$ cat config.mk
export PLATFORM = sky130hd
export DESIGN_NAME = data_setup
export DESIGN_NICKNAME = d
export VERILOG_FILES = /design/src/logic/column_pkg.sv /design/src/logic/layout_pkg.sv /design/src/logic/data_setup.sv /design/src/logic/column_scatter.sv /design/src/logic/sram_fetch.sv /design/src/logic/ifmap_addr_gen.sv
export VERILOG_INCLUDE_DIRS = /design/src /design/src/logic
export SDC_FILE = /design/constraint.sdc
export NUM_CORES = 1
export LEC_CHECK = 0
export BUFFER_PORTS_ARGS = -buffer_cell sky130_fd_sc_hd__clkbuf_2
export CAP_MARGIN = 20
export CELL_PAD_IN_SITES_DETAIL_PLACEMENT = 0
export CELL_PAD_IN_SITES_GLOBAL_PLACEMENT = 1
export CORE_ASPECT_RATIO = 1.25
export CORE_UTILIZATION = 34
export CTS_CLUSTER_SIZE = 30
export DETAILED_ROUTE_END_ITERATION = 10
export GPL_ROUTABILITY_DRIVEN = 0
export MAX_ROUTING_LAYER = met4
export PLACE_DENSITY_LB_ADDON = 0.1
export SLEW_MARGIN = 10
export SYNTH_ARGS = -nofsm -noshare
export SYNTH_HDL_FRONTEND = slang
export SYNTH_SLANG_ARGS = --single-unit
$ cat constraint.sdc
create_clock -name clk -period 17.8 [get_ports clk]
set_input_delay 2.67 -clock clk [delete_from_list [all_inputs] [get_ports clk]]
set_output_delay 2.67 -clock clk [all_outputs]
set_load 0.02 [all_outputs]
$ cat src/logic/data_setup_config.svh
`ifndef DATA_SETUP_CONFIG_SVH
`define DATA_SETUP_CONFIG_SVH

// column side
`define DS_COLS 16
`define DS_BYTE_W 8

// input sram
`define DS_WORD_W 32
`define DS_ADDR_W 14

// pointwise feature map, NHWC with two channel words per pixel
`define DS_PW_H 28
`define DS_PW_W 28
`define DS_PW_C_WORDS 2
`define DS_PW_BASE 0
`define DS_PW_WORDS (`DS_PW_H * `DS_PW_W * `DS_PW_C_WORDS)

// depthwise feature map, NCHW, one block of five channels
`define DS_DW_CH 5
`define DS_DW_ROWS 3
`define DS_DW_STRIDE 3
`define DS_DW_POSITIONS 100
`define DS_DW_CH_PITCH (`DS_DW_POSITIONS * `DS_DW_STRIDE)
`define DS_DW_BASE 0

// bytes taken from each word
`define DS_DW_LANES 3
`define DS_PW_LANES 4

`endif
$ cat src/logic/column_pkg.sv
`include "data_setup_config.svh"

package column_pkg;

	// pointwise channel word 0..1 or depthwise channel 0..4
	typedef logic [2:0] col_group_t;

	// one bit per column fifo
	typedef logic [`DS_COLS-1:0] col_mask_t;

	// data byte toward one column
	typedef logic [`DS_BYTE_W-1:0] col_byte_t;

endpackage

$ cat src/logic/layout_pkg.sv
`include "data_setup_config.svh"

package layout_pkg;

	// coded as the mode input of the accelerator
	typedef enum logic [1:0] {
		conv_idle      = 2'd0,
		conv_depthwise = 2'd1,
		conv_pointwise = 2'd2
	} conv_mode_t;

	// pointwise word, four channel bytes, lane 0 in the low byte
	typedef struct packed {
		logic [`DS_PW_LANES-1:0][`DS_BYTE_W-1:0] lane;
	} pw_view_t;

	// depthwise word, three pixels of one row, top byte unused
	typedef struct packed {
		logic [`DS_WORD_W-`DS_DW_LANES*`DS_BYTE_W-1:0] pad;
		logic [`DS_DW_LANES-1:0][`DS_BYTE_W-1:0]        lane;
	} dw_view_t;

	// one sram word, read through the view of the running mode
	typedef union packed {
		pw_view_t pw;
		dw_view_t dw;
	} sram_word_t;

endpackage

$ cat src/logic/data_setup.sv
`timescale 1ns/10ps
`include "data_setup_config.svh"

module data_setup (
	input  logic                    clk,
	input  logic                    rst,
	input  logic                    start,
	input  layout_pkg::conv_mode_t  mode,
	output logic                    busy,
	output logic                    done,
	input  column_pkg::col_mask_t   fifo_ready,
	output column_pkg::col_mask_t   fifo_valid,
	output column_pkg::col_byte_t   col_data [`DS_COLS],
	output logic                    im_oe,
	output logic [`DS_ADDR_W-1:0]   im_a,
	input  logic [`DS_WORD_W-1:0]   im_do
);

	// address generation to fetch
	logic                   req_valid;
	logic                   req_ready;
	logic [`DS_ADDR_W-1:0]  req_addr;
	column_pkg::col_group_t req_group;
	logic                   req_last;
	layout_pkg::conv_mode_t req_mode;

	// fetch to scatter
	logic                   word_valid;
	logic                   word_ready;
	layout_pkg::sram_word_t word;
	column_pkg::col_group_t word_group;
	logic                   word_last;
	layout_pkg::conv_mode_t word_mode;

	ifmap_addr_gen i_ifmap_addr_gen (
		.clk       (clk),
		.rst       (rst),
		.start     (start),
		.mode      (mode),
		.run_done  (done),
		.busy      (busy),
		.req_valid (req_valid),
		.req_ready (req_ready),
		.req_addr  (req_addr),
		.req_group (req_group),
		.req_last  (req_last),
		.req_mode  (req_mode)
	);

	sram_fetch i_sram_fetch (
		.clk        (clk),
		.rst        (rst),
		.req_valid  (req_valid),
		.req_ready  (req_ready),
		.req_addr   (req_addr),
		.req_group  (req_group),
		.req_last   (req_last),
		.req_mode   (req_mode),
		.im_oe      (im_oe),
		.im_a       (im_a),
		.im_do      (im_do),
		.word_valid (word_valid),
		.word_ready (word_ready),
		.word       (word),
		.word_group (word_group),
		.word_last  (word_last),
		.word_mode  (word_mode)
	);

	// done is the last column write of the run
	column_scatter i_column_scatter (
		.word_valid (word_valid),
		.word_ready (word_ready),
		.word       (word),
		.word_group (word_group),
		.word_last  (word_last),
		.word_mode  (word_mode),
		.fifo_ready (fifo_ready),
		.fifo_valid (fifo_valid),
		.col_data   (col_data),
		.run_done   (done)
	);

endmodule

$ cat src/logic/column_scatter.sv
`timescale 1ns/10ps
`include "data_setup_config.svh"

module column_scatter (
	input  logic                    word_valid,
	output logic                    word_ready,
	input  layout_pkg::sram_word_t  word,
	input  column_pkg::col_group_t  word_group,
	input  logic                    word_last,
	input  layout_pkg::conv_mode_t  word_mode,
	input  column_pkg::col_mask_t   fifo_ready,
	output column_pkg::col_mask_t   fifo_valid,
	output column_pkg::col_byte_t   col_data [`DS_COLS],
	output logic                    run_done
);

	localparam int CW = $clog2(`DS_COLS) + 1;

	logic [CW-1:0]         col_base;
	logic [CW-1:0]         lane_cnt;
	column_pkg::col_mask_t target;
	logic                  grp_ready;
	logic                  fire;

	// first column and width of the group
	always_comb begin
		case (word_mode)
			layout_pkg::conv_pointwise: begin
				col_base = CW'(word_group) * CW'(`DS_PW_LANES);
				lane_cnt = CW'(`DS_PW_LANES);
			end
			layout_pkg::conv_depthwise: begin
				col_base = CW'(word_group) * CW'(`DS_DW_LANES);
				lane_cnt = CW'(`DS_DW_LANES);
			end
			default: begin
				col_base = '0;
				lane_cnt = '0;
			end
		endcase
	end

	always_comb begin
		logic [CW-1:0] off;
		for (int i = 0; i < `DS_COLS; i++) begin
			off       = CW'(i) - col_base;
			target[i] = (CW'(i) >= col_base) && (off < lane_cnt);
		end
	end

	// every column of the group must take its byte in the same cycle
	assign grp_ready = &(fifo_ready | ~target);
	assign fire      = word_valid && (target != '0) && grp_ready;

	assign word_ready = fire;
	assign run_done   = fire && word_last;
	assign fifo_valid = fire ? target : '0;

	always_comb begin
		logic [CW-1:0] off;
		for (int i = 0; i < `DS_COLS; i++) begin
			off = CW'(i) - col_base;
			if (fire && target[i]) begin
				if (word_mode == layout_pkg::conv_pointwise) begin
					col_data[i] = word.pw.lane[off[1:0]];
				end else begin
					// depthwise uses only the low three bytes
					col_data[i] = word.dw.lane[off[1:0]];
				end
			end else begin
				col_data[i] = '0;
			end
		end
	end

endmodule

$ cat src/logic/sram_fetch.sv
`timescale 1ns/10ps
`include "data_setup_config.svh"

module sram_fetch (
	input  logic                    clk,
	input  logic                    rst,
	input  logic                    req_valid,
	output logic                    req_ready,
	input  logic [`DS_ADDR_W-1:0]   req_addr,
	input  column_pkg::col_group_t  req_group,
	input  logic                    req_last,
	input  layout_pkg::conv_mode_t  req_mode,
	output logic                    im_oe,
	output logic [`DS_ADDR_W-1:0]   im_a,
	input  logic [`DS_WORD_W-1:0]   im_do,
	output logic                    word_valid,
	input  logic                    word_ready,
	output layout_pkg::sram_word_t  word,
	output column_pkg::col_group_t  word_group,
	output logic                    word_last,
	output layout_pkg::conv_mode_t  word_mode
);

	localparam int DEPTH = 2;
	localparam int PTR_W = $clog2(DEPTH);

	// tag of the read in flight
	logic                   rd_pend;
	column_pkg::col_group_t rd_group;
	logic                   rd_last;
	layout_pkg::conv_mode_t rd_mode;

	// two-entry queue
	layout_pkg::sram_word_t q_word  [DEPTH];
	column_pkg::col_group_t q_group [DEPTH];
	logic                   q_last  [DEPTH];
	layout_pkg::conv_mode_t q_mode  [DEPTH];
	logic [PTR_W-1:0] wr_ptr;
	logic [PTR_W-1:0] rd_ptr;
	logic [1:0]       q_cnt;

	logic push;
	logic pop;

	// queued words plus the pending read may not exceed the depth
	assign req_ready = (q_cnt + {1'b0, rd_pend}) < 2'(DEPTH);

	assign im_oe = req_valid && req_ready;
	assign im_a  = im_oe ? req_addr : '0;

	// im_do carries the word one edge after the read
	assign push = rd_pend;
	assign pop  = word_valid && word_ready;

	assign word_valid = q_cnt != 2'd0;
	assign word       = q_word[rd_ptr];
	assign word_group = q_group[rd_ptr];
	assign word_last  = q_last[rd_ptr];
	assign word_mode  = q_mode[rd_ptr];

	always_ff @(posedge clk or posedge rst) begin
		if (rst) begin
			rd_pend <= 1'b0;
		end else begin
			rd_pend <= im_oe;
		end
	end

	always_ff @(posedge clk) begin
		if (im_oe) begin
			rd_group <= req_group;
			rd_last  <= req_last;
			rd_mode  <= req_mode;
		end
		if (push) begin
			q_word[wr_ptr]  <= im_do;
			q_group[wr_ptr] <= rd_group;
			q_last[wr_ptr]  <= rd_last;
			q_mode[wr_ptr]  <= rd_mode;
		end
	end

	always_ff @(posedge clk or posedge rst) begin
		if (rst) begin
			wr_ptr <= '0;
			rd_ptr <= '0;
			q_cnt  <= '0;
		end else begin
			if (push) begin
				wr_ptr <= wr_ptr + 1'b1;
			end
			if (pop) begin
				rd_ptr <= rd_ptr + 1'b1;
			end
			q_cnt <= q_cnt + {1'b0, push} - {1'b0, pop};
		end
	end

endmodule

$ cat src/logic/ifmap_addr_gen.sv
`timescale 1ns/10ps
`include "data_setup_config.svh"

module ifmap_addr_gen (
	input  logic                    clk,
	input  logic                    rst,
	input  logic                    start,
	input  layout_pkg::conv_mode_t  mode,
	input  logic                    run_done,
	output logic                    busy,
	output logic                    req_valid,
	input  logic                    req_ready,
	output logic [`DS_ADDR_W-1:0]   req_addr,
	output column_pkg::col_group_t  req_group,
	output logic                    req_last,
	output layout_pkg::conv_mode_t  req_mode
);

	localparam int AW      = `DS_ADDR_W;
	localparam int PW_CNT_W = $clog2(`DS_PW_WORDS);
	localparam int CW_W    = $clog2(`DS_PW_C_WORDS);
	localparam int CH_W    = $clog2(`DS_DW_CH);
	localparam int ROW_W   = $clog2(`DS_DW_ROWS);
	localparam int POS_W   = $clog2(`DS_DW_POSITIONS);

	layout_pkg::conv_mode_t run_mode;

	// pointwise counters
	logic [PW_CNT_W-1:0] pw_cnt;
	logic [CW_W-1:0]     cw_cnt;

	// depthwise counters, channel innermost
	logic [CH_W-1:0]  ch_cnt;
	logic [ROW_W-1:0] row_cnt;
	logic [POS_W-1:0] pos_cnt;

	logic start_ok;
	logic xfer;
	logic pw_last;
	logic dw_last;
	logic ch_wrap;
	logic row_wrap;
	logic [AW-1:0] pw_addr;
	logic [AW-1:0] dw_addr;

	assign start_ok = start && !busy &&
		(mode == layout_pkg::conv_pointwise || mode == layout_pkg::conv_depthwise);
	assign xfer = req_valid && req_ready;

	assign ch_wrap  = ch_cnt == CH_W'(`DS_DW_CH - 1);
	assign row_wrap = row_cnt == ROW_W'(`DS_DW_ROWS - 1);
	assign pw_last  = pw_cnt == PW_CNT_W'(`DS_PW_WORDS - 1);
	assign dw_last  = ch_wrap && row_wrap && (pos_cnt == POS_W'(`DS_DW_POSITIONS - 1));

	// linear walk for NHWC
	assign pw_addr = AW'(`DS_PW_BASE) + AW'(pw_cnt);

	// channel plane, then stride position, then kernel row
	assign dw_addr = AW'(`DS_DW_BASE)
		+ AW'(pos_cnt) * AW'(`DS_DW_STRIDE)
		+ AW'(row_cnt)
		+ AW'(ch_cnt) * AW'(`DS_DW_CH_PITCH);

	assign req_mode = run_mode;

	always_comb begin
		if (run_mode == layout_pkg::conv_pointwise) begin
			req_addr  = pw_addr;
			req_group = column_pkg::col_group_t'(cw_cnt);
			req_last  = pw_last;
		end else begin
			req_addr  = dw_addr;
			req_group = column_pkg::col_group_t'(ch_cnt);
			req_last  = dw_last;
		end
	end

	// run state
	always_ff @(posedge clk or posedge rst) begin
		if (rst) begin
			busy      <= 1'b0;
			req_valid <= 1'b0;
			run_mode  <= layout_pkg::conv_idle;
		end else if (start_ok) begin
			busy      <= 1'b1;
			req_valid <= 1'b1;
			run_mode  <= mode;
		end else begin
			if (xfer && req_last) begin
				req_valid <= 1'b0;
			end
			// last column write seen by scatter
			if (run_done) begin
				busy <= 1'b0;
			end
		end
	end

	// loop counters move only on a request transfer
	always_ff @(posedge clk or posedge rst) begin
		if (rst) begin
			pw_cnt  <= '0;
			cw_cnt  <= '0;
			ch_cnt  <= '0;
			row_cnt <= '0;
			pos_cnt <= '0;
		end else if (start_ok) begin
			pw_cnt  <= '0;
			cw_cnt  <= '0;
			ch_cnt  <= '0;
			row_cnt <= '0;
			pos_cnt <= '0;
		end else if (xfer) begin
			if (run_mode == layout_pkg::conv_pointwise) begin
				pw_cnt <= pw_cnt + 1'b1;
				if (cw_cnt == CW_W'(`DS_PW_C_WORDS - 1)) begin
					cw_cnt <= '0;
				end else begin
					cw_cnt <= cw_cnt + 1'b1;
				end
			end else begin
				if (ch_wrap) begin
					ch_cnt <= '0;
					if (row_wrap) begin
						row_cnt <= '0;
						pos_cnt <= pos_cnt + 1'b1;
					end else begin
						row_cnt <= row_cnt + 1'b1;
					end
				end else begin
					ch_cnt <= ch_cnt + 1'b1;
				end
			end
		end
	end

endmodule

# After elaboration in Yosys (flattened, before gate mapping)
# Memories as Yosys holds them, arrays and structs flattened.
# Cells that the tools add are included.
# totals
mem_bits_rw,76
input_bits,53
reg_bits,39
n_memories,4
word_cells,298
# op_classes
bitwise_logic,2
add_sub_neg,27
n_eq_ne,10
reduce_logical,57
muxes,130
order_cmp,49
mul,3
# memory_table
name,depth,width,rd,rd_ports_with_merged_regs,wr,line,text
i_sram_fetch.q_word,2,32,1,0,1,sram_fetch.sv:34,layout_pkg::sram_word_t q_word [DEPTH];
i_sram_fetch.q_group,2,3,1,0,1,sram_fetch.sv:35,column_pkg::col_group_t q_group [DEPTH];
i_sram_fetch.q_mode,2,2,1,0,1,sram_fetch.sv:37,layout_pkg::conv_mode_t q_mode [DEPTH];
i_sram_fetch.q_last,2,1,1,0,1,sram_fetch.sv:36,logic q_last [DEPTH];
# ops
op,n
8-bit binary-select mux with 2-bit select,32
8-bit 2-to-1 mux,64
5-bit by 3-bit less-than comparator with 1-bit output,16
"2-bit by 3-bit less-than comparator with 1-bit output, second input constant",16
1-bit logical AND,42
"4-bit by 5-bit greater-or-equal comparator with 1-bit output, first input constant",8
"4-bit by 5-bit subtractor with 5-bit output, first input constant",8
7-bit 2-to-1 mux,5
11-bit 2-to-1 mux,3
14-bit 2-to-1 mux,2
"3-bit by 5-bit greater-or-equal comparator with 1-bit output, first input constant",4
"3-bit by 5-bit subtractor with 5-bit output, first input constant",4
16-bit 2-to-1 mux,1
16-bit NOT,1
16-bit bitwise OR,1
16-bit AND reduction,1
16-bit nonzero test,1
14-bit by 12-bit adder with 14-bit output,1
2-bit nonzero test,7
1-bit 2-to-1 mux,12
3-bit 2-to-1 mux,4
"11-bit by 1-bit adder with 11-bit output, second input constant",1
"11-bit == test, second input constant",1
9-bit by 2-bit adder with 10-bit output,1
27 further kinds,42

# Longest topological paths before layout
# Gate-level depths: netlist of run 1.
# An unclocked memory read counts as a cell.
# depth
depth_word,13
depth_mapped,27
mapped_depth_nobuf,21

# Hierarchy
# A second synthesis of run 1 with hierarchy kept.
# unflattened
cells_unflattened,963
hier_area_um2,9027.4
# by_module_without_submodules
mod,seq_area_each_um2,instances,area_each_um2,cells_each
column_scatter,0.0,1,3384.5,527
sram_fetch,2587.5,1,3298.2,175
ifmap_addr_gen,700.7,1,2344.7,261

# Worst setup path before layout of run 1
# Ideal clock, no wire load.
# synth_timing
path_type,reg2out
startpoint,register i_sram_fetch.rd_ptr
endpoint,output port col_data[118] in the netlist's numbering
setup_slack_ns,9.069
t_arrival_ns,6.061
required_time_ns,15.130
stages_incl_launch_ff,22
n_path_buf,5
cell_sequence,dfrtp_1 > buf_2 > buf_1 > buf_1 > mux2i_1 > inv_1 > ha_1 > nand3b_1 > buf_1 > inv_2 > ha_1 > inv_1 > ha_1 > or3b_2 > o22ai_1 > nand4_1 > mux2i_1 > and4b_1 > nand3_1 > nand3_2 > buf_2 > nor3_1
# synth_lines
item,line,text
"start, declared",sram_fetch.sv:39,logic [PTR_W-1:0] rd_ptr;
"start signal, assigned",sram_fetch.sv:93,rd_ptr <= rd_ptr + 1'b1;
"end, declared",data_setup.sv:13,"output column_pkg::col_byte_t col_data [`DS_COLS],"

==> flow_summary.yaml, run 1 <==
worst_hold_path:
  hold_start: "i_sram_fetch.rd_mode[0]"
  hold_path_class: "flop to flop"
die:
  dieArea_sq_mm: 0.0252
  pin_count: 214
  initial_core_util: 0.350
  die_x_um: 142
  core-area_sq_mm: 0.0239
  fp.dieH_um: 177
  rows: 63
timing:
  layout_min_cycle_time_ns: 10.09
  worstMarginPinSlew_ns: 1.06
  tns_ns: 0
  setup_viol: 0
  fmax_mhz: 99.1
  timing.final.crit_share: 0.567
  finalHoldViolCount: 0
  drv_slew: 0
  fin_worst_skew_ns: 0.00830
  worst_slack_ns: 7.71
  relSlewSlack: 0.293
  rsz0062_at_grt: "no"
  timing.hold.ws_ns: 0.441
logic_synthesis:
  synth_most_common_cell: "nor2_1"
  synth_nets: 973
  syn_avg_cell_area_sq_um: 9.80
  yosysWarnings: 0
  async_reset_ff_frac: 0.287
  ys_ff_latch: 115
  synth_edf_count: 82
  synth_cell_types: 71
  postSynthCellCount: 852
  yosys-top-cells-count: "151 x nor2_1, 82 x edfxtp_1, 65 x mux2i_1"
  yosys.area.top_type: "edfxtp_1"
  yosysSeqAreaShare: 0.394
  synth_area_leaders: "edfxtp_1 29%, dfrtp_1 9.9%, ha_1 9.4%"
  syn_area_sq_mm: 0.00835
  synth_top_flop_cell: "edfxtp_1"
  yosysTopAreaCellShare: 0.295
drt:
  ant_nets: 0
  wl_per_cell_um: 18.6
  drc: 0
  routed_wl_mm: 26.0
  drtIter0Drc: 316
  viasPerCell: 5.04
  via_count: 7042
  dr.pass1.iters: 8
status:
  status: "finished, final reports clean"
place:
  port_buffers: 212
  hpwl_mm: 20.8
  pre_cts_slack_ns: 8.15
finish:
  regArea_sq_mm: 0.00329
  diodes: 0
  nFillCells: 2393
  fin_nets: 1179
  utilization: 0.431
  drive_gt1_frac: 0.277
  area_delta_synth_final_pct: 23.3
  multi_input_area_sq_mm: 0.00471
setup_path:
  endpoint: "col_data[87]"
  critical_path_arrival_ns: 7.42
  reg2reg_from: "i_sram_fetch.rd_ptr"
  worstRegToRegCells: 16
  regToRegEndpoint: "i_sram_fetch.q_cnt[1]"
  critPathMaxFanout: 39
  crit_path_start: "i_sram_fetch.rd_ptr"
  cp.required_ns: 15.13
  endpoint_kind: "output pin"
  start_kind: "flop"
  crit_type: "flop to output pin"
  r2r_slack_ns: 10.78
clock_network:
  postCtsSetupBuffers: 0
  cts_tree: "yes"
  root_buffer: "clkbuf_16"
  clk_latency_ns: 0.41
  clk_pin_slew_worst_paths_ns: 0.05
  clock_path_buffers: 2
  numCtsBuffers: 17
  hold_buffers: 0
  cts.repair.resized: 0
  cts_num_sinks: 115
  cts_max_level: 4
global_routing:
  antenna_found_initial: 0
  grt_pass1_wl_mm: 39.0
  grt.total_usage: 0.215
  gr-total-overflow: 0
  grt_max_degree: 40
  grt_pass1_vias: 6736
job:
  drv_cap: 0
## registers in the layout (all words and copies together), names as in the netlist, 2 cells and up
signal                     flops
i_ifmap_addr_gen.ch_cnt        3
i_ifmap_addr_gen.pos_cnt       7
i_ifmap_addr_gen.pw_cnt       11
i_ifmap_addr_gen.req_mode      2
i_ifmap_addr_gen.row_cnt       2
i_sram_fetch.q_cnt             2
i_sram_fetch.q_group           6
i_sram_fetch.q_last            2
i_sram_fetch.q_mode            4
i_sram_fetch.q_word           64
i_sram_fetch.rd_group          3
i_sram_fetch.rd_mode           2
## worst min path at each step
stage	endpoint	slack, ns	depth (start not counted)
2_1_floorplan	i_sram_fetch.q_group[0][0]	0.42	0
3_3_place_gp	i_sram_fetch.q_group[0][1]	0.42	0
3_5_place_dp	i_sram_fetch.q_group[0][1]	0.43	0
4_1_cts	i_sram_fetch.q_last[0]	0.44	0
5_1_grt	i_sram_fetch.q_last[1]	0.45	0
6_report	i_sram_fetch.q_mode[0][0]	0.44	0
## cell usage in the layout, fill, tap and decap left out, drive strengths merged, types with 31 or more instances in the layout
master,instances
nand2,61
edfxtp,82
clkbuf,233
mux2i,66
inv,62
a21oi,38
xnor2,31
dfrtp,33
ha,63
nor2,151
## layout make-up
| class | count | area share |
|---|---|---|
| tap | 325 | 0.0395 |
| multi-input combinational | 645 | 0.457 |
| clock inverter | 11 | 0.0109 |
| sequential | 115 | 0.319 |
| clock buffer | 21 | 0.0437 |
| inverter | 62 | 0.0226 |
| timing repair buffer | 217 | 0.107 |
## cell families (layout without fill, tap and decap cells)
family,after synthesis,after routing,share of synthesized area
multiplexers,92,92,0.136
XOR/XNOR,45,45,0.0472
flip-flops,115,115,0.394
other,1,1,0.000449
buffers and inverters,92,311,0.0436
AO/OA/AOI/OAI,109,109,0.0825
adder cells (fa/ha/maj),68,68,0.106
AND/OR/NAND/NOR,330,330,0.190
## worst max-delay path, stage by stage, from the launching register on
cell       delay [ns]
dfrtp_2          0.33
buf_4            0.48
mux2i_1          0.34
ha_1             0.70
nand3b_1         0.85
inv_2            0.58
ha_1             0.34
xnor2_1          0.17
inv_1            0.07
ha_1             0.27
o21ai_0          0.07
a31oi_1          0.14
nor3_1           0.12
nor3b_1          0.18
a32oi_1          0.17
o2111ai_1        0.11
and4bb_1         0.81
nand3_2          0.49
nor3_1           0.50
clkbuf_2         0.25
## layer usage
metal | track usage | routed length, um | share of wire | vias up
li1 | - | - | - | 3429
met1 | 0.254 | 11200 | 0.43 | 3370
met2 | 0.368 | 13100 | 0.50 | 216
met3 | 0.0308 | 1080 | 0.041 | 27
met4 | 0.0793 | 609 | 0.023 | 0
met5 | - | 0 | 0 | -
## through the flow
step	instances	area, sq um
2_1_floorplan	852	8350
3_3_place_gp	1364	9740
3_5_place_dp	1364	9740
4_1_cts	1396	10300
5_1_grt	1396	10300
6_report	1396	10300
Power of run 1 is left out: the tool's default activity adds up to more than one toggle a clock period on the data nets, which glitch-free logic cannot reach.
==> inputs of run 2 (changes only) <==
ABC_AREA = 1   (was default)
clock period = 9.35 ns   (was 17.8 ns; I/O delays follow)
==> run 2 against run 1 <==
Compared with the run above:
- clock skew down 0.0010 ns
- wire length up 3.7%
- critical endpoint is now col_data[18]
- clock-buffer cell count down 4
- critical path depth up 3
- utilization down 0.56 points
- sequential share of layout area down 0.52 points
- synthesized cell count up 33%
- via count up 13%
- final cell count up 20%
- non-clock buffer count up 1
==> flow_summary.yaml, run 2 <==
finish:
  top_register: "i_sram_fetch.q_word"
  drive_gt1_frac: 0.222
  area_delta_synth_final_pct: 22.4
  fin_nets: 1456
  largest_reg_flops: 64
  layout_commonest_cell: "nand2_1"
  layout_common_cells: "263 x nand2_1, 212 x clkbuf_2, 190 x nor2_1"
  fin_cells: 1678
  reg.largest.list: "i_sram_fetch.q_word x64, i_ifmap_addr_gen.pw_cnt x11, i_ifmap_addr_gen.pos_cnt x7"
  diodes: 0
die:
  initial_core_util: 0.348
  dieArea_sq_mm: 0.0258
  die_x_um: 144
  fp.dieH_um: 179
  pin_count: 214
  core-area_sq_mm: 0.0246
  rows: 64
clock_network:
  clk_pin_slew_worst_paths_ns: 0.06
  hold_buffers: 0
  clk_latency_ns: 0.41
  cts_tree: "yes"
  postCtsSetupBuffers: 0
  cts.repair.resized: 0
  cts_num_sinks: 115
  clock_path_buffers: 2
  cts_max_level: 4
  numCtsBuffers: 17
  root_buffer: "clkbuf_16"
logic_synthesis:
  synth_top_flop_cell: "edfxtp_1"
  yosys-top-cells-count: "263 x nand2_1, 191 x nor2_1, 145 x inv_1"
  async_reset_ff_frac: 0.287
  synth_nets: 1252
  synth_edf_count: 82
  syn_avg_cell_area_sq_um: 7.56
  synth_area_leaders: "edfxtp_1 29%, nand2_1 12%, dfrtp_1 9.7%"
  synth_cell_types: 49
  synth_most_common_cell: "nand2_1"
  yosysSeqAreaShare: 0.385
  yosysTopAreaCellShare: 0.288
  yosys.area.top_type: "edfxtp_1"
  postSynthCellCount: 1131
  yosysWarnings: 0
  syn_area_sq_mm: 0.00855
  ys_ff_latch: 115
place:
  port_buffers: 212
  hpwl_mm: 21.5
  dp_cells: 1646
  pre_cts_slack_ns: 2.60
timing:
  rsz0062_at_grt: "no"
  timing.final.crit_share: 0.764
  drv_slew: 0
  fin_worst_skew_ns: 0.00730
  setup_viol: 0
  timing.hold.ws_ns: 0.446
  worstMarginPinSlew_ns: 1.10
  finalHoldViolCount: 0
  tns_ns: 0
  layout_min_cycle_time_ns: 7.14
  worst_slack_ns: 2.21
  relSlewSlack: 0.257
  fmax_mhz: 140
worst_hold_path:
  hold_end: "i_sram_fetch.q_mode[0][0]"
  hold_depth: 0
  hold_path_class: "flop to flop"
  hold_start: "i_sram_fetch.rd_mode[0]"
job:
  drv_cap: 0
setup_path:
  cp.required_ns: 7.95
  endpoint_kind: "output pin"
  r2r_slack_ns: 3.97
  worstRegToRegCells: 24
  start_kind: "flop"
  crit_type: "flop to output pin"
  reg2reg_from: "i_sram_fetch.rd_ptr"
  critical_path_arrival_ns: 5.74
  critPathMaxFanout: 42
  regToRegEndpoint: "i_sram_fetch.q_cnt[1]"
drt:
  viasPerCell: 4.76
  ant_nets: 0
  dr.pass1.iters: 5
  via_count: 7985
  drc: 0
  drtIter0Drc: 338
  wl_per_cell_um: 16.1
  routed_wl_mm: 27.0
global_routing:
  antenna_found_initial: 0
  grt_pass1_vias: 7259
  gr-total-overflow: 0
  grt.total_usage: 0.215
  grt_max_degree: 43
  grt_pass1_wl_mm: 40.0
status:
  status: "finished, final reports clean"
==> run 2: cell count changes in the layout (fill, tap and decap cells not counted), moves of 8 or more <==
cell,before,now
nor2b_1,11,0
inv_1,55,145
mux2_2,10,0
nand3_1,12,58
nand2b_1,9,0
xnor2_1,31,4
nor2_1,151,190
a21oi_1,37,29
nand2_1,58,263
mux4_2,16,0
mux2i_1,65,0
o21ai_0,22,101
nand3_4,0,8
==> run 2: worst max-delay path by stage <==
stage | startpoint | slack [ns] | to | cells past startpoint
floorplan | i_sram_fetch.rd_ptr | 3.26 | col_data[64] | 26
CTS | i_sram_fetch.rd_ptr | 2.16 | col_data[18] | 22
global route | i_sram_fetch.rd_ptr | 1.62 | col_data[18] | 22
detailed placement | i_sram_fetch.rd_ptr | 2.60 | col_data[18] | 22
global placement | i_sram_fetch.rd_ptr | 2.73 | col_data[20] | 21
finish | i_sram_fetch.rd_ptr | 2.21 | col_data[18] | 22
==> run 2: logic make-up (layout without fill, tap and decap cells) <==
group | Yosys count | in the layout | share of synthesized area
simple gates | 597 | 597 | 0.313
buf+inv | 185 | 402 | 0.0888
compound gates | 148 | 148 | 0.0917
flops | 115 | 115 | 0.385
fa+ha+maj | 68 | 68 | 0.104
xor+xnor | 17 | 17 | 0.0174
other cells | 1 | 1 | 0.000439
==> run 2: cell type report <==
class                   instances  area (sq um)
fillers                      2627         14100
multi-input cells             831          4510
flip-flops and latches        115          3290
repair buffers                218          1110
inverters                     152           573
clock buffers                  17           425
well taps                     330           413
clock inverters                15           149
==> run 2: through the flow <==
step	area [sq um]	util
2_1_floorplan	8550	-
3_3_place_gp	9890	0.402
3_5_place_dp	9890	0.402
4_1_cts	10500	0.426
5_1_grt	10500	0.426
6_report	10500	0.426
==> run 2: worst max-delay path: stages, from the launching register on <==
cell and delay (ns):
dfrtp_1 0.38, buf_4 0.41, o21ai_0 0.22, inv_1 0.12
ha_1 0.30, nand2_1 0.12, nor2_1 0.10, buf_4 0.25
inv_1 0.33, ha_1 0.67, inv_1 0.09, ha_1 0.28
nand2_1 0.06, a21boi_0 0.25, nor2_1 0.10, nand4_1 0.10
nand2_1 0.06, nor2_1 0.13, nand3_2 0.14, nor2_8 0.41
nand3b_2 0.39, nor2_1 0.20, clkbuf_2 0.19
==> run 2: metal layers <==
| layer | part of all wire | track usage | up-vias | wire length (um) |
|---|---|---|---|---|
| li1 | - | - | 4066 | - |
| met1 | 0.43 | 0.249 | 3650 | 11700 |
| met2 | 0.50 | 0.375 | 229 | 13400 |
| met3 | 0.037 | 0.0267 | 40 | 1000 |
| met4 | 0.032 | 0.0878 | 0 | 875 |
| met5 | 0 | - | - | 0 |
Power of run 2 is left out for the same reason.
==> inputs of run 3 (changes only) <==
ABC_AREA = 0   (was 1)
clock period = 6.7 ns   (was 9.35 ns; I/O delays follow)
==> run 3 against run 2 <==
Compared with the run above:
- utilization increased by 1.6 points
- worst setup slack got worse by 2.0 ns
- register-to-register slack got worse by 2.4 ns
- flip-flop and latch count unchanged
- clock skew increased by 0.0014 ns
- critical path type unchanged
- critical endpoint is now col_data[21]
- highest routed layer unchanged
==> flow_summary.yaml, run 3 (synthesis results as in run 1) <==
global_routing:
  grt_pass1_vias: 6908
  grt_pass1_wl_mm: 39.6
  gr-usage-met3: 0.0265
  grt_max_degree: 39
  gr-total-overflow: 0
  grt.total_usage: 0.218
  use_met2: 0.392
  use_met1: 0.247
  antenna_found_initial: 0
  busiest_layer: "met2"
timing:
  fin_worst_skew_ns: 0.00868
  fmax_mhz: 154
  drv_slew: 0
  timing.hold.ws_ns: 0.439
  finalHoldViolCount: 0
  worstMarginPinSlew_ns: 1.02
  layout_min_cycle_time_ns: 6.49
  timing.final.crit_share: 0.969
  setup_viol: 0
  relSlewSlack: 0.304
setup_path:
  worstRegToRegCells: 21
  endpoint_kind: "output pin"
  critPathMaxStageDelay_ns: 0.50
  critical_path_buf_inv_count: 4
  critPathMaxFanout: 10
  reg2reg_from: "i_sram_fetch.rd_ptr"
  critical_path_arrival_ns: 5.49
  critPathSlowestCell: "or4_1"
  regToRegEndpoint: "i_sram_fetch.q_cnt[1]"
  path_common_cell: "ha_1"
  cp_top_family: "simple AND/OR/NAND/NOR gates"
  start_kind: "flop"
  crit_type: "flop to output pin"
  path_cells: "mux2_2 > ha_1 > fa_1 > nand2_1 > o21ai_1 > nand2_2 > ha_1 > inv_1 > ha_1 > o21ai_0 > nand2b_1 > o31a_1 > or4_1 > buf_4 > o221a_1 > o32a_1 > and4bb_2 > buf_4 > nand2_4 > nor2_1 > clkbuf_2"
  r2r_slack_ns: 1.53
  cp.required_ns: 5.69
finish:
  fin_cells: 1423
  layout_common_cells: "212 x clkbuf_2, 151 x nor2_1, 82 x edfxtp_1"
  largest_reg_flops: 64
  drive_gt1_frac: 0.306
  diodes: 0
  layout_commonest_cell: "clkbuf_2"
  top_register: "i_sram_fetch.q_word"
  area_delta_synth_final_pct: 26.2
  fin_nets: 1206
  reg.largest.list: "i_sram_fetch.q_word x64, i_ifmap_addr_gen.pw_cnt x11, i_ifmap_addr_gen.pos_cnt x7"
drt:
  drc: 0
  via_count: 7166
  dr.pass1.iters: 5
  viasPerCell: 5.04
  ant_nets: 0
  drtIter0Drc: 363
  wl_per_cell_um: 18.6
  routed_wl_mm: 26.5
clock_network:
  cts_max_level: 4
  numCtsBuffers: 17
  root_buffer: "clkbuf_16"
  cts_num_sinks: 115
  clock_path_buffers: 2
  clk_pin_slew_worst_paths_ns: 0.06
  cts_tree: "yes"
  clk_latency_ns: 0.40
job:
  drv_cap: 0
die:
  core-area_sq_mm: 0.0239
  rows: 63
  initial_core_util: 0.350
  pin_count: 214
  fp.dieH_um: 177
  die_x_um: 142
  dieArea_sq_mm: 0.0252
worst_hold_path:
  hold_path_class: "flop to flop"
  hold_start: "i_sram_fetch.rd_group[2]"
  hold_depth: 0
  hold_end: "i_sram_fetch.q_group[1][2]"
status:
  status: "finished, final reports clean"
place:
  port_buffers: 212
  dp_cells: 1384
  hpwl_mm: 21.3
==> run 3: changes by cell type in the layout (fill, tap and decap cells not counted), moves of 27 or more <==
cell	before	now
inv_1	145	55
mux2i_1	0	65
nand2_1	263	56
nand3_1	58	10
nor2_1	190	151
o21ai_0	101	21
xnor2_1	4	31
==> run 3: worst max path at each step <==
stage                         from       endpoint  slack [ns]  cells past startpoint
4_1_cts        i_sram_fetch.rd_ptr   col_data[87]       -0.04                     19
3_5_place_dp   i_sram_fetch.rd_ptr   col_data[87]        0.32                     19
5_1_grt        i_sram_fetch.rd_ptr   col_data[21]      -0.001                     21
6_report       i_sram_fetch.rd_ptr   col_data[21]        0.21                     21
2_1_floorplan  i_sram_fetch.rd_ptr  col_data[118]        0.16                     22
3_3_place_gp   i_sram_fetch.rd_ptr   col_data[87]        0.47                     19
==> run 3: timing repair <==
action	in CTS	in global routing
buffers inserted	1	4
gates resized for setup	2	11
pin swaps	1	1
setup endpoints to repair	45	143
gates cloned	0	0
hold buffers	0	0
==> run 3: metrics by stage <==
stage,setup TNS [ns],setup slack [ns],instance area (sq um),util
floorplan,0,0.159,8360,-
global placement,0,0.468,9890,0.414
detailed placement,0,0.319,9890,0.414
global route,-0.00146,-0.00146,10500,0.441
finish,0,0.207,10500,0.441
CTS,-0.161,-0.0405,10400,0.437
==> run 3: layout make-up <==
type | instances | area, sq um
clock buffer | 19 | 453
tap | 325 | 407
clock inverter | 13 | 86.3
multi-input combinational | 645 | 4760
inverter | 62 | 233
sequential | 115 | 3290
timing repair buffer | 244 | 1310
fill | 2393 | 13300
==> run 3: routing by layer <==
layer / vias up / share of wire
li1: 3492 / -
met1: 3426 / 0.41
met2: 218 / 0.52
met3: 30 / 0.044
met4: 0 / 0.023
met5: - / 0
Power of run 3 is left out for the same reason.
